$ cat src/hdl/tester_pkg.sv
// Shared widths, command codes and payload types, imported by the tester RTL
package tester_pkg;

    parameter int ADDR_W = 26;  // Tester address width
    parameter int DATA_W = 64;  // Up to eight bytes per access

    // Byte count is 2**code
    typedef enum logic [1:0] {
        SIZE_BYTE   = 2'd0,
        SIZE_HALF   = 2'd1,
        SIZE_WORD   = 2'd2,
        SIZE_DOUBLE = 2'd3
    } size_t;

    // Panel commands on the 3-bit selector
    typedef enum logic [2:0] {
        CMD_ADDR_LO  = 3'd0,  // sw -> addr[9:0]
        CMD_ADDR_MID = 3'd1,  // sw -> addr[19:10]
        CMD_ADDR_HI  = 3'd2,  // sw[5:0] -> addr[25:20]
        CMD_SIZE     = 3'd3,
        CMD_DATA     = 3'd4,  // Shift in one write byte
        CMD_WRITE    = 3'd5,
        CMD_READ     = 3'd6,
        CMD_SHOW     = 3'd7   // Next byte on the displays
    } cmd_t;

    // Request toward the access engine
    typedef struct packed {
        logic              write;
        size_t             size;
        logic [ADDR_W-1:0] addr;
        logic [DATA_W-1:0] data;  // Byte i in bits 8i+7..8i
    } mem_req_t;

    // Read result, little-endian, unused upper bytes zero
    typedef logic [DATA_W-1:0] rd_data_t;

    // Index of the last byte of an access (0, 1, 3 or 7)
    function automatic logic [2:0] last_byte_idx(size_t size);
        logic [3:0] count;
        count = 4'd1 << size;
        return count[2:0] - 3'd1;
    endfunction

endpackage

$ cat src/hdl/hex_to_sseg.sv
// Hex digit to seven-segment glyph, active low, one instance per display
module hex_to_sseg (
    input  logic [3:0] hexa,
    output logic [6:0] sseg
);

    // Bit order gfedcba, 0 lights a segment
    always_comb begin
        case (hexa)
            4'h0:    sseg = 7'b1000000;
            4'h1:    sseg = 7'b1111001;
            4'h2:    sseg = 7'b0100100;
            4'h3:    sseg = 7'b0110000;
            4'h4:    sseg = 7'b0011001;
            4'h5:    sseg = 7'b0010010;
            4'h6:    sseg = 7'b0000010;
            4'h7:    sseg = 7'b1111000;
            4'h8:    sseg = 7'b0000000;
            4'h9:    sseg = 7'b0010000;
            4'hA:    sseg = 7'b0001000;
            4'hB:    sseg = 7'b0000011;  // Lower case b
            4'hC:    sseg = 7'b1000110;
            4'hD:    sseg = 7'b0100001;  // Lower case d
            4'hE:    sseg = 7'b0000110;
            default: sseg = 7'b0001110;  // F
        endcase
    end

endmodule

$ cat src/hdl/handshake_slot.sv
// One-entry req/ack buffer that sits between a producer and a consumer for any payload type
module handshake_slot #(
    parameter type payload_t = logic [7:0]
) (
    input  logic     clock,
    input  logic     arst_n,
    input  logic     in_req,
    output logic     in_ack,
    input  payload_t in_payload,
    output logic     out_req,
    input  logic     out_ack,
    output payload_t out_payload
);

    payload_t data_q;
    logic     full;
    logic     cap_q;    // Capture happened last cycle
    logic     capture;

    // New entry only when empty and the previous ack has dropped
    assign capture = in_req && !full && !in_ack;

    always_ff @(posedge clock or negedge arst_n) begin
        if (!arst_n) begin
            full    <= 1'b0;
            cap_q   <= 1'b0;
            in_ack  <= 1'b0;
            out_req <= 1'b0;
        end else begin
            cap_q <= capture;

            // Input side
            if (cap_q)
                in_ack <= 1'b1;
            else if (in_ack && !in_req)
                in_ack <= 1'b0;

            // Output side
            if (capture) begin
                full    <= 1'b1;
                out_req <= !out_ack;  // Held back until the old ack is gone
            end else if (full && out_req && out_ack) begin
                full    <= 1'b0;
                out_req <= 1'b0;
            end else if (full && !out_req && !out_ack) begin
                out_req <= 1'b1;
            end
        end
    end

    always_ff @(posedge clock) begin
        if (capture)
            data_q <= in_payload;
    end

    assign out_payload = data_q;

endmodule

$ cat src/hdl/mem_access_engine.sv
// Byte-serial access engine on an on-chip byte memory, standing in for the SDRAM controller
module mem_access_engine #(
    parameter int MEM_AW = 8
) (
    input  logic                 clock,
    input  logic                 arst_n,
    input  logic                 mem_req,
    output logic                 mem_ack,
    input  tester_pkg::mem_req_t mem_payload,
    output logic                 rsp_req,
    input  logic                 rsp_ack,
    output tester_pkg::rd_data_t rsp_payload
);
    import tester_pkg::*;

    typedef enum logic [1:0] {
        ST_IDLE,
        ST_RUN,   // One byte per cycle
        ST_RSP    // Posting read data
    } state_t;

    state_t            state;
    logic [7:0]        mem [2**MEM_AW];
    mem_req_t          req_q;
    rd_data_t          rd_buf;
    logic [2:0]        cnt;
    logic [MEM_AW-1:0] byte_addr;
    logic              take;

    assign take = (state == ST_IDLE) && mem_req && !mem_ack;

    // Upper address bits dropped, so addresses alias
    assign byte_addr = req_q.addr[MEM_AW-1:0] + MEM_AW'(cnt);

    always_ff @(posedge clock or negedge arst_n) begin
        if (!arst_n) begin
            state   <= ST_IDLE;
            cnt     <= 3'd0;
            mem_ack <= 1'b0;
            rsp_req <= 1'b0;
        end else begin
            // Early ack lets the request slot refill while we work
            if (take)
                mem_ack <= 1'b1;
            else if (mem_ack && !mem_req)
                mem_ack <= 1'b0;

            case (state)
                ST_IDLE: begin
                    if (take) begin
                        cnt   <= 3'd0;
                        state <= ST_RUN;
                    end
                end
                ST_RUN: begin
                    if (cnt == last_byte_idx(req_q.size)) begin
                        cnt   <= 3'd0;
                        state <= req_q.write ? ST_IDLE : ST_RSP;
                    end else begin
                        cnt <= cnt + 3'd1;
                    end
                end
                ST_RSP: begin
                    if (!rsp_req && !rsp_ack) begin
                        rsp_req <= 1'b1;
                    end else if (rsp_req && rsp_ack) begin
                        rsp_req <= 1'b0;
                        state   <= ST_IDLE;
                    end
                end
                default: state <= ST_IDLE;
            endcase
        end
    end

    // Datapath and byte array
    always_ff @(posedge clock) begin
        if (take) begin
            req_q  <= mem_payload;
            rd_buf <= '0;              // Bytes past the size stay zero
        end else if (state == ST_RUN) begin
            if (req_q.write)
                mem[byte_addr] <= req_q.data[8*cnt +: 8];
            else
                rd_buf[8*cnt +: 8] <= mem[byte_addr];
        end
    end

    assign rsp_payload = rd_buf;

endmodule

$ cat src/hdl/tester_panel.sv
// Operator panel: decodes key presses into requests and holds the read byte for the displays
module tester_panel (
    input  logic                 clock,
    input  logic                 arst_n,
    input  logic                 key,
    input  tester_pkg::cmd_t     cmd,
    input  logic [9:0]           sw,
    output logic                 req_req,
    input  logic                 req_ack,
    output tester_pkg::mem_req_t req_payload,
    input  logic                 rsp_req,
    output logic                 rsp_ack,
    input  tester_pkg::rd_data_t rsp_payload,
    output logic [3:0]           nib_lo,
    output logic [3:0]           nib_hi,
    output logic                 busy,
    output logic                 done
);
    import tester_pkg::*;

    typedef enum logic [1:0] {
        ST_IDLE,
        ST_REQ,   // Request handshake in progress
        ST_RSP    // Waiting for read data
    } state_t;

    state_t              state;
    logic                key_q;
    logic                act;       // One cycle after a rising key edge
    logic                op_write;
    logic [ADDR_W-1:0]   addr_q;
    size_t               size_q;
    logic [DATA_W-1:0]   wdata_q;
    rd_data_t            rdata_q;   // Last read result
    size_t               rd_size_q; // Size of that read
    logic [2:0]          show_idx;
    logic [7:0]          shown_byte;

    // Key edge detector, registered once more so cmd and sw are sampled a cycle later
    always_ff @(posedge clock or negedge arst_n) begin
        if (!arst_n) begin
            key_q <= 1'b0;
            act   <= 1'b0;
        end else begin
            key_q <= key;
            act   <= key & ~key_q;
        end
    end

    always_ff @(posedge clock or negedge arst_n) begin
        if (!arst_n) begin
            state     <= ST_IDLE;
            op_write  <= 1'b0;
            addr_q    <= '0;
            size_q    <= SIZE_BYTE;
            wdata_q   <= '0;
            rdata_q   <= '0;
            rd_size_q <= SIZE_BYTE;
            show_idx  <= 3'd0;
            req_req   <= 1'b0;
            rsp_ack   <= 1'b0;
            done      <= 1'b0;
        end else begin
            done <= 1'b0;
            if (rsp_ack && !rsp_req)
                rsp_ack <= 1'b0;  // Return to zero

            case (state)
                ST_IDLE: begin
                    if (act) begin
                        case (cmd)
                            CMD_ADDR_LO:  addr_q[9:0]   <= sw;
                            CMD_ADDR_MID: addr_q[19:10] <= sw;
                            CMD_ADDR_HI:  addr_q[25:20] <= sw[5:0];
                            CMD_SIZE:     size_q        <= size_t'(sw[1:0]);
                            CMD_DATA:     wdata_q       <= {wdata_q[DATA_W-9:0], sw[7:0]};
                            CMD_WRITE: begin
                                op_write <= 1'b1;
                                state    <= ST_REQ;
                            end
                            CMD_READ: begin
                                op_write <= 1'b0;
                                state    <= ST_REQ;
                            end
                            CMD_SHOW: begin
                                // Wraps after the last byte of the held read
                                if (show_idx == last_byte_idx(rd_size_q))
                                    show_idx <= 3'd0;
                                else
                                    show_idx <= show_idx + 3'd1;
                            end
                        endcase
                    end
                end
                ST_REQ: begin
                    // Raise req only once the previous ack has cleared
                    if (!req_req && !req_ack) begin
                        req_req <= 1'b1;
                    end else if (req_req && req_ack) begin
                        req_req <= 1'b0;
                        if (op_write) begin
                            state <= ST_IDLE;
                            done  <= 1'b1;
                        end else begin
                            state <= ST_RSP;
                        end
                    end
                end
                ST_RSP: begin
                    if (rsp_req && !rsp_ack) begin
                        rdata_q   <= rsp_payload;
                        rd_size_q <= size_q;
                        show_idx  <= 3'd0;   // New read starts at byte 0
                        rsp_ack   <= 1'b1;
                        done      <= 1'b1;
                        state     <= ST_IDLE;
                    end
                end
                default: state <= ST_IDLE;
            endcase
        end
    end

    assign busy = (state != ST_IDLE);

    // Stable while req is up, registers only change when idle
    assign req_payload = '{write: op_write, size: size_q, addr: addr_q, data: wdata_q};

    assign shown_byte = rdata_q[8*show_idx +: 8];
    assign nib_lo     = shown_byte[3:0];
    assign nib_hi     = shown_byte[7:4];

endmodule

$ cat src/hdl/sdram_tester.sv
// Top level of the memory tester: panel, two handshake slots, access engine and displays
module sdram_tester #(
    parameter int MEM_AW = 8
) (
    input  logic             clock,
    input  logic             arst_n,
    input  logic             key,
    input  tester_pkg::cmd_t cmd,
    input  logic [9:0]       sw,
    output logic [6:0]       seg_lsb,
    output logic [6:0]       seg_msb,
    output logic             busy,
    output logic             done
);
    import tester_pkg::*;

    // Panel to request slot
    logic     req_req;
    logic     req_ack;
    mem_req_t req_payload;
    // Request slot to engine
    logic     mem_req;
    logic     mem_ack;
    mem_req_t mem_payload;
    // Engine to response slot
    logic     rsp_in_req;
    logic     rsp_in_ack;
    rd_data_t rsp_in_payload;
    // Response slot to panel
    logic     rsp_req;
    logic     rsp_ack;
    rd_data_t rsp_payload;

    logic [3:0] nib_lo;
    logic [3:0] nib_hi;

    tester_panel u_panel (
        .clock(clock), .arst_n(arst_n), .key(key), .cmd(cmd), .sw(sw),
        .req_req(req_req), .req_ack(req_ack), .req_payload(req_payload),
        .rsp_req(rsp_req), .rsp_ack(rsp_ack), .rsp_payload(rsp_payload),
        .nib_lo(nib_lo), .nib_hi(nib_hi), .busy(busy), .done(done)
    );

    handshake_slot #(.payload_t(mem_req_t)) u_req_slot (
        .clock(clock), .arst_n(arst_n),
        .in_req(req_req), .in_ack(req_ack), .in_payload(req_payload),
        .out_req(mem_req), .out_ack(mem_ack), .out_payload(mem_payload)
    );

    mem_access_engine #(.MEM_AW(MEM_AW)) u_engine (
        .clock(clock), .arst_n(arst_n),
        .mem_req(mem_req), .mem_ack(mem_ack), .mem_payload(mem_payload),
        .rsp_req(rsp_in_req), .rsp_ack(rsp_in_ack), .rsp_payload(rsp_in_payload)
    );

    handshake_slot #(.payload_t(rd_data_t)) u_rsp_slot (
        .clock(clock), .arst_n(arst_n),
        .in_req(rsp_in_req), .in_ack(rsp_in_ack), .in_payload(rsp_in_payload),
        .out_req(rsp_req), .out_ack(rsp_ack), .out_payload(rsp_payload)
    );

    hex_to_sseg u_seg_lsb (.hexa(nib_lo), .sseg(seg_lsb));
    hex_to_sseg u_seg_msb (.hexa(nib_hi), .sseg(seg_msb));

endmodule

$ cat config.mk
export PLATFORM = sky130hd
export DESIGN_NAME = sdram_tester
export DESIGN_NICKNAME = d
export VERILOG_FILES = /design/src/hdl/tester_pkg.sv /design/src/hdl/hex_to_sseg.sv /design/src/hdl/handshake_slot.sv /design/src/hdl/mem_access_engine.sv /design/src/hdl/tester_panel.sv /design/src/hdl/sdram_tester.sv
export SDC_FILE = /design/constraint.sdc
export NUM_CORES = 2
export LEC_CHECK = 0
export ABC_AREA = 1
export BUFFER_PORTS_ARGS = -buffer_cell sky130_fd_sc_hd__buf_2
export CORE_MARGIN = 1
export CORE_UTILIZATION = 28
export DETAILED_ROUTE_END_ITERATION = 6
export GPL_ROUTABILITY_DRIVEN = 0
export PLACE_DENSITY = 0.47
export SLEW_MARGIN = 20
export SYNTH_ARGS = -nofsm -noshare
export SYNTH_HDL_FRONTEND = slang
export SYNTH_SLANG_ARGS = --single-unit
$ cat constraint.sdc
create_clock -name clock -period 9.95 [get_ports clock]
set_clock_uncertainty 0.15 [all_clocks]
set_input_delay 0.995 -clock clock [delete_from_list [all_inputs] [get_ports clock]]
set_output_delay 0.995 -clock clock [all_outputs]
set_load 0.02 [all_outputs]
# After elaboration in Yosys (flattened, before gate mapping)
# Memories as Yosys holds them, arrays and structs flattened.
# Index checks and enable logic that the tools add are counted.
[op_classes]
n_reduce_logical = 62
mux = 55
eq_ne = 21
n_addsub = 6
bitwise = 3
n_shift = 6
[op_table]
columns = ["op", "count"]
rows = [
  ["variable part select 64 x 7 -> 8 bit", 2],
  ["bitwise mux 64 bit", 1],
  ["variable shift 8 x 34 -> 64 bit (first input constant)", 1],
  ["variable part select 8 x 34 -> 64 bit", 1],
  ["negation 6 -> 34 bit", 1],
  ["two-way mux 1 bit", 31],
  ["logical AND 1 bit", 23],
  ["two-way mux 2 bit", 11],
  ["nonzero test 2 bit", 11],
  ["two-way mux 3 bit", 6],
  ["equality test 3 bit (second input constant)", 4],
  ["inequality test 2 x 1 -> 1 bit (second input constant)", 6],
  ["one-hot mux 2 bit (3 select lines)", 2],
  ["one-hot mux 3 bit (2 select lines)", 2],
  ["AND reduction 3 bit", 4],
  ["logical NOT 1 bit", 10],
  ["AND reduction 2 bit", 5],
  ["adder 8 x 3 -> 8 bit", 1],
  ["inequality test 2 bit (second input constant)", 4],
  ["AND reduction 4 bit", 2],
  ["adder 3 x 1 -> 3 bit (second input constant)", 2],
  ["equality test 3 bit", 2],
  ["nonzero test 3 bit", 2],
  ["<< shifter 1 x 2 -> 3 bit (first input constant)", 2],
  ["11 further kinds", 17],
]
[totals]
rom_bits = 224
ram_bits = 2048
wordCells = 191
n_memories = 3
output_inout_bits = 16
register_bits = 444
input_bits = 16
[mem_list]
columns = ["name", "words", "word_bits", "read_ports", "rd_clocked_by_memory_dff", "wr", "line", "rtl"]
rows = [
  ["u_engine.mem", 256, 8, 1, 0, 1, "mem_access_engine.sv:23", "logic [7:0] mem [2**MEM_AW];"],
  ["(no name shown)", 16, 7, 1, 0, 0, "hex_to_sseg.sv:9", "case (hexa)"],
  ["(no name shown)", 16, 7, 1, 0, 0, "hex_to_sseg.sv:9", ""],
]

# Longest topological paths before layout
[depth]
depth_word = 7
mapped_depth = 18
mapped_depth_nobuf = 16

# By module
# Synthesis repeated with hierarchy kept, for this count alone.
[hier_totals]
cells_unflattened = 9620
hier_area_um2 = 103964.7
[modules_own_cells]
columns = ["module", "seq_area_each_um2", "area_per_inst_um2", "cells_each", "instances"]
rows = [
  ["mem_access_engine", 65207.5, 91211.2, 8709, 1],
  ["tester_panel", 4229.1, 7163.1, 620, 1],
  ["handshake_slot (u_req_slot)", 2892.8, 2956.6, 111, 1],
  ["handshake_slot (u_rsp_slot)", 2021.9, 2085.8, 82, 1],
  ["hex_to_sseg", 0.0, 274.0, 49, 2],
]

# Worst setup path before layout
# No wires, ideal clock.
[synth_path]
path_type = "reg-to-reg"
from = "reg u_engine.cnt[0]"
to = "mem u_engine.mem[0][0] (data pin)"
arrival_ps = 8780
synth_period_minus_slack_ps = 10661
t_required_ps = 8069
path_slack_ps = -711
path_buffers = 2
path_stages_with_launch = 7
setup_ps = 1731
path_cell_list = "dfrtp_1 > clkbuf_1 > clkbuf_1 > nor2_1 > nor2_1 > o21ai_0 > a31oi_1"
[synth_via]
elab_chain_len = 1
[synth_rtl]
columns = ["item", "line", "rtl"]
rows = [
  ["start: declaration", "mem_access_engine.sv:26", "logic [2:0] cnt;"],
  ["start signal: assignment", "mem_access_engine.sv:60", "cnt <= cnt + 3'd1;"],
  ["variable part select 64 x 7 -> 8 bit", "mem_access_engine.sv:83", "mem[byte_addr] <= req_q.data[8*cnt +: 8];"],
  ["end: declaration", "mem_access_engine.sv:23", ""],
]
# No other way between the ends.

# Worst setup path after layout
[layout_path]
from = "reg u_engine.cnt[0]"
to = "reg u_engine.rd_buf[46] (netlist: u_engine.rsp_payload[46])"
[layout_via]
elab_chain_len = 4
elab_cells_between_ends = 6
classes_between = "add/sub: 2; shift: 2; mux: 1; memory: 1"
[layout_rtl]
columns = ["item", "line", "rtl"]
rows = [
  ["adder 8 x 3 -> 8 bit", "mem_access_engine.sv:33", "assign byte_addr = req_q.addr[MEM_AW-1:0] + MEM_AW'(cnt);"],
  ["memory read (256 x 8 bit)", "n/a", ""],
  ["variable part select 8 x 34 -> 64 bit", "mem_access_engine.sv:85", "rd_buf[8*cnt +: 8] <= mem[byte_addr];"],
  ["bitwise mux 64 bit (*)", "mem_access_engine.sv:85", ""],
  ["end signal: indexed assignment", "mem_access_engine.sv:85", ""],
  ["end: declaration", "mem_access_engine.sv:25", "rd_data_t rd_buf;"],
]
# Every way passes the cells marked *; elsewhere a longest branch is shown, timed or not.
# A chain may end at the register's enable or synchronous reset.

==> results.sh <==
export IMPL_cts_resized=0
export IMPL_synth_top_area_share_pct=66.36
export IMPL_cp_required_ns=10.57
export IMPL_finalHoldViolations=0
export IMPL_setup_viol=0
export IMPL_grt_overflow_total=0
export IMPL_cts_tree="done"
export IMPL_syn_area_per_cell_um2=10.83
export IMPL_drv_cap=0
export IMPL_std_cell_rows=221
export IMPL_dpl_hpwl_um=155100
export IMPL_post_route_drc_count=0
export IMPL_dp_slack_ns=3.347
export IMPL_yosysWarnings=0
export IMPL_syn_nets=9497
export IMPL_synth_area_um2=102400
export IMPL_dominantRegCellSynth="edfxtp_1"
export IMPL_cp_start_kind="flop"
export IMPL_die_height_um=606.6
export IMPL_start_util_pct=28.19
export IMPL_grt_start_max_net_pins=193
export IMPL_path_class="flop to flop"
export IMPL_grt_pass1_vias=63860
export IMPL_path_max_fanout=78
export IMPL_core_area_um2=363100
export IMPL_path_common_cell="nand2_1"
export IMPL_drt_total_wl_um=279000
export IMPL_post_route_period_util_pct=65.56
export IMPL_ctsLongestPathBuffers=4
export IMPL_clk_pin_slew_ns=0.06
export IMPL_post_cts_buffers=0
export IMPL_numCtsBuffers=271
export IMPL_io_pins=32
export IMPL_h_tree_depth=5
export IMPL_cts_root_buf="clkbuf_16"
export IMPL_nNetsFinal=9458
export IMPL_rrSetupSlack_ns=3.43
export IMPL_insertion_delay_ns=0.86
export IMPL_fillCellCount=36560
export IMPL_async_reset_ff_share_pct=6.661
export IMPL_grt_pass1_wl_um=413900
export IMPL_critPathSlowestCell="buf_4"
export IMPL_fin_tns_setup_ns=0
export IMPL_fin_crit_ns=6.523
export IMPL_ys_seq_elements=2492
export IMPL_drt_initial_drc_count=4796
export IMPL_yosysMostFrequentCell="nor2_1"
export IMPL_first_pass_iters=6
export IMPL_final_layout_size_suffix_gt1_share_pct=7.161
export IMPL_fmaxAchievable_ghz=0.1533
export IMPL_rsz0062_at_grt="false"
export IMPL_syn2layout_area_growth_pct=13.90
export IMPL_ys_seq_area_share_pct=71.67
export IMPL_port_buffers=29
export IMPL_fin_ws_ns=3.427
export IMPL_worstPathCellList="buf_4 > ha_4 > inv_8 > nand2_4 > buf_4 > buf_4 > nor2_1 > nor2_1 > nand2_1 > nand2_1 > nand3_1 > nand3_1 > nand2_1 > o21ai_1 > nand2_1 > nor2_2 > nand3_1 > a21oi_1"
export IMPL_antenna_found_initial=6
export IMPL_critPathArrivalTime_ns=7.14
export IMPL_critPathMaxStageDelay_ns=0.83
export IMPL_seq_area_um2=73360
export IMPL_hold_path_class="primary input to flop"
export IMPL_slew_violations=0
export IMPL_synthTopCellsByArea="edfxtp_1 66%, nor2_1 8.8%, nand2_1 8.6%, dfrtp_1 4.1%, inv_1 2.4%"
export IMPL_drtAntennaViolNets=0
export IMPL_fin_area_um2=116600
export IMPL_clock_sinks=2492
export IMPL_die_x_um=606.6
export IMPL_holdBufCountCts=0
export IMPL_multiInputGateArea_um2=24840
export IMPL_synth_enable_flop_cells=2262
export IMPL_tightest_slew_ns=1.203
export IMPL_grt_usage_pct=14.93
export IMPL_ys_types=38
export IMPL_post_drt_wl_per_cell_um=19.35
export IMPL_slew_headroom_pct=19.70
export IMPL_yosys_area_top_type="edfxtp_1"
export IMPL_placed_area_um2=107900
export IMPL_yosys_top_cells_count="2399 x nor2_1, 2344 x nand2_1, 2262 x edfxtp_1, 652 x inv_1, 419 x nand3_1"
export IMPL_num_vias=64660
export IMPL_die_area_um2=368000
export IMPL_end_kind="flop"
export IMPL_netlist_instances=9452
export IMPL_status="completed"
export IMPL_vias_per_cell=4.484
## critical path: cells and delay by family, from the launching register on
kind / cells / cell delay (ns)
buffers and inverters: 4 / 2.35
AND/OR/NAND/NOR: 11 / 2.19
adder cells (fa/ha/maj): 1 / 0.76
AO/OA/AOI/OAI: 2 / 0.36
flip-flops: 1 / 0.34
## registers in the layout, indices dropped and copies added (netlist names), 8 cells and up
register / flops
u_panel.addr_q: 8
u_engine.mem: 2048
u_rsp_slot.out_payload: 64
u_engine.req_q: 75
u_engine.rsp_payload: 64
u_panel.wdata_q: 64
u_req_slot.out_payload: 75
u_panel.rdata_q: 64
## cells by family (layout without fill, tap and decap cells)
group           after synthesis  count (layout)  share of synthesized area (%)
buf+inv                    1112            1281                          4.318
simple gates               5199            5199                          19.65
mux                         120             120                          1.320
xor+xnor                      7               7                        0.06723
fa+ha+maj                    29              29                         0.3618
compound gates              493             493                          2.611
other cells                   0               5                              0
flops                      2492            2492                          71.67
## layout by cell type (no fill, tap or decap), types with 34 or more instances in the layout
cell type and instances:
a21oi_1 77, buf_4 97, clkbuf_1 58, clkbuf_16 286, clkinv_1 55, dfrtp_1 165
dfxtp_1 64, edfxtp_1 2262, inv_1 650, mux2_2 120, nand2_1 2321, nand3_1 418
nor2_1 2395, o21ai_0 292, o21ai_1 34, o21bai_1 42
## metrics by stage
stage | hold WS (ns) | util (%) | instances
finish | 0.1237 | 32.11 | 14420
global route | 0.08250 | 32.11 | 14420
CTS | 0.05391 | 32.10 | 14410
detailed placement | 0.2320 | 29.72 | 13930
global placement | 0.2308 | 29.72 | 13930
floorplan | 0.2263 | - | 9452
## routing by layer
metal | vias up | track usage, % | wire length, µm
met4 | 0 | 4.457 | 7943
li1 | 30980 | - | -
met3 | 374 | 2.060 | 14150
met2 | 1529 | 24.99 | 132600
met5 | - | 0 | 0
met1 | 31770 | 20.04 | 124300
## final timing paths
| path | startpoint | cells past startpoint | to |
|---|---|---|---|
| max in group asynchronous | arst_n | 2 | u_panel.wdata_q[58]$_DFFE_PN0P_ |
| max reg2reg | u_engine.cnt[0]$_DFFE_PN0P_ | 18 | u_engine.rsp_payload[46]$_SDFFE_PP0P_ |
| min | key | 1 | u_panel.key_q$_DFF_PN0_ |
| min in group asynchronous | arst_n | 1 | u_panel.rdata_q[44]$_DFFE_PN0P_ |
| min reg2reg | u_panel.key_q$_DFF_PN0_ | 1 | u_panel.act$_DFF_PN0_ |
| max | u_engine.cnt[0]$_DFFE_PN0P_ | 18 | u_engine.rsp_payload[46]$_SDFFE_PP0P_ |
## cell type report
class,count,area share (%)
flip-flops and latches,2492,62.92
inverters,657,2.132
multi-input cells,5848,21.31
clock buffers,354,6.443
well taps,4794,5.145
repair buffers,143,1.055
clock inverters,127,0.9851
diodes,5,0.01073
Power is not shown: default switching activity piles up to over one toggle a cycle in this logic, so the estimate is an artifact.
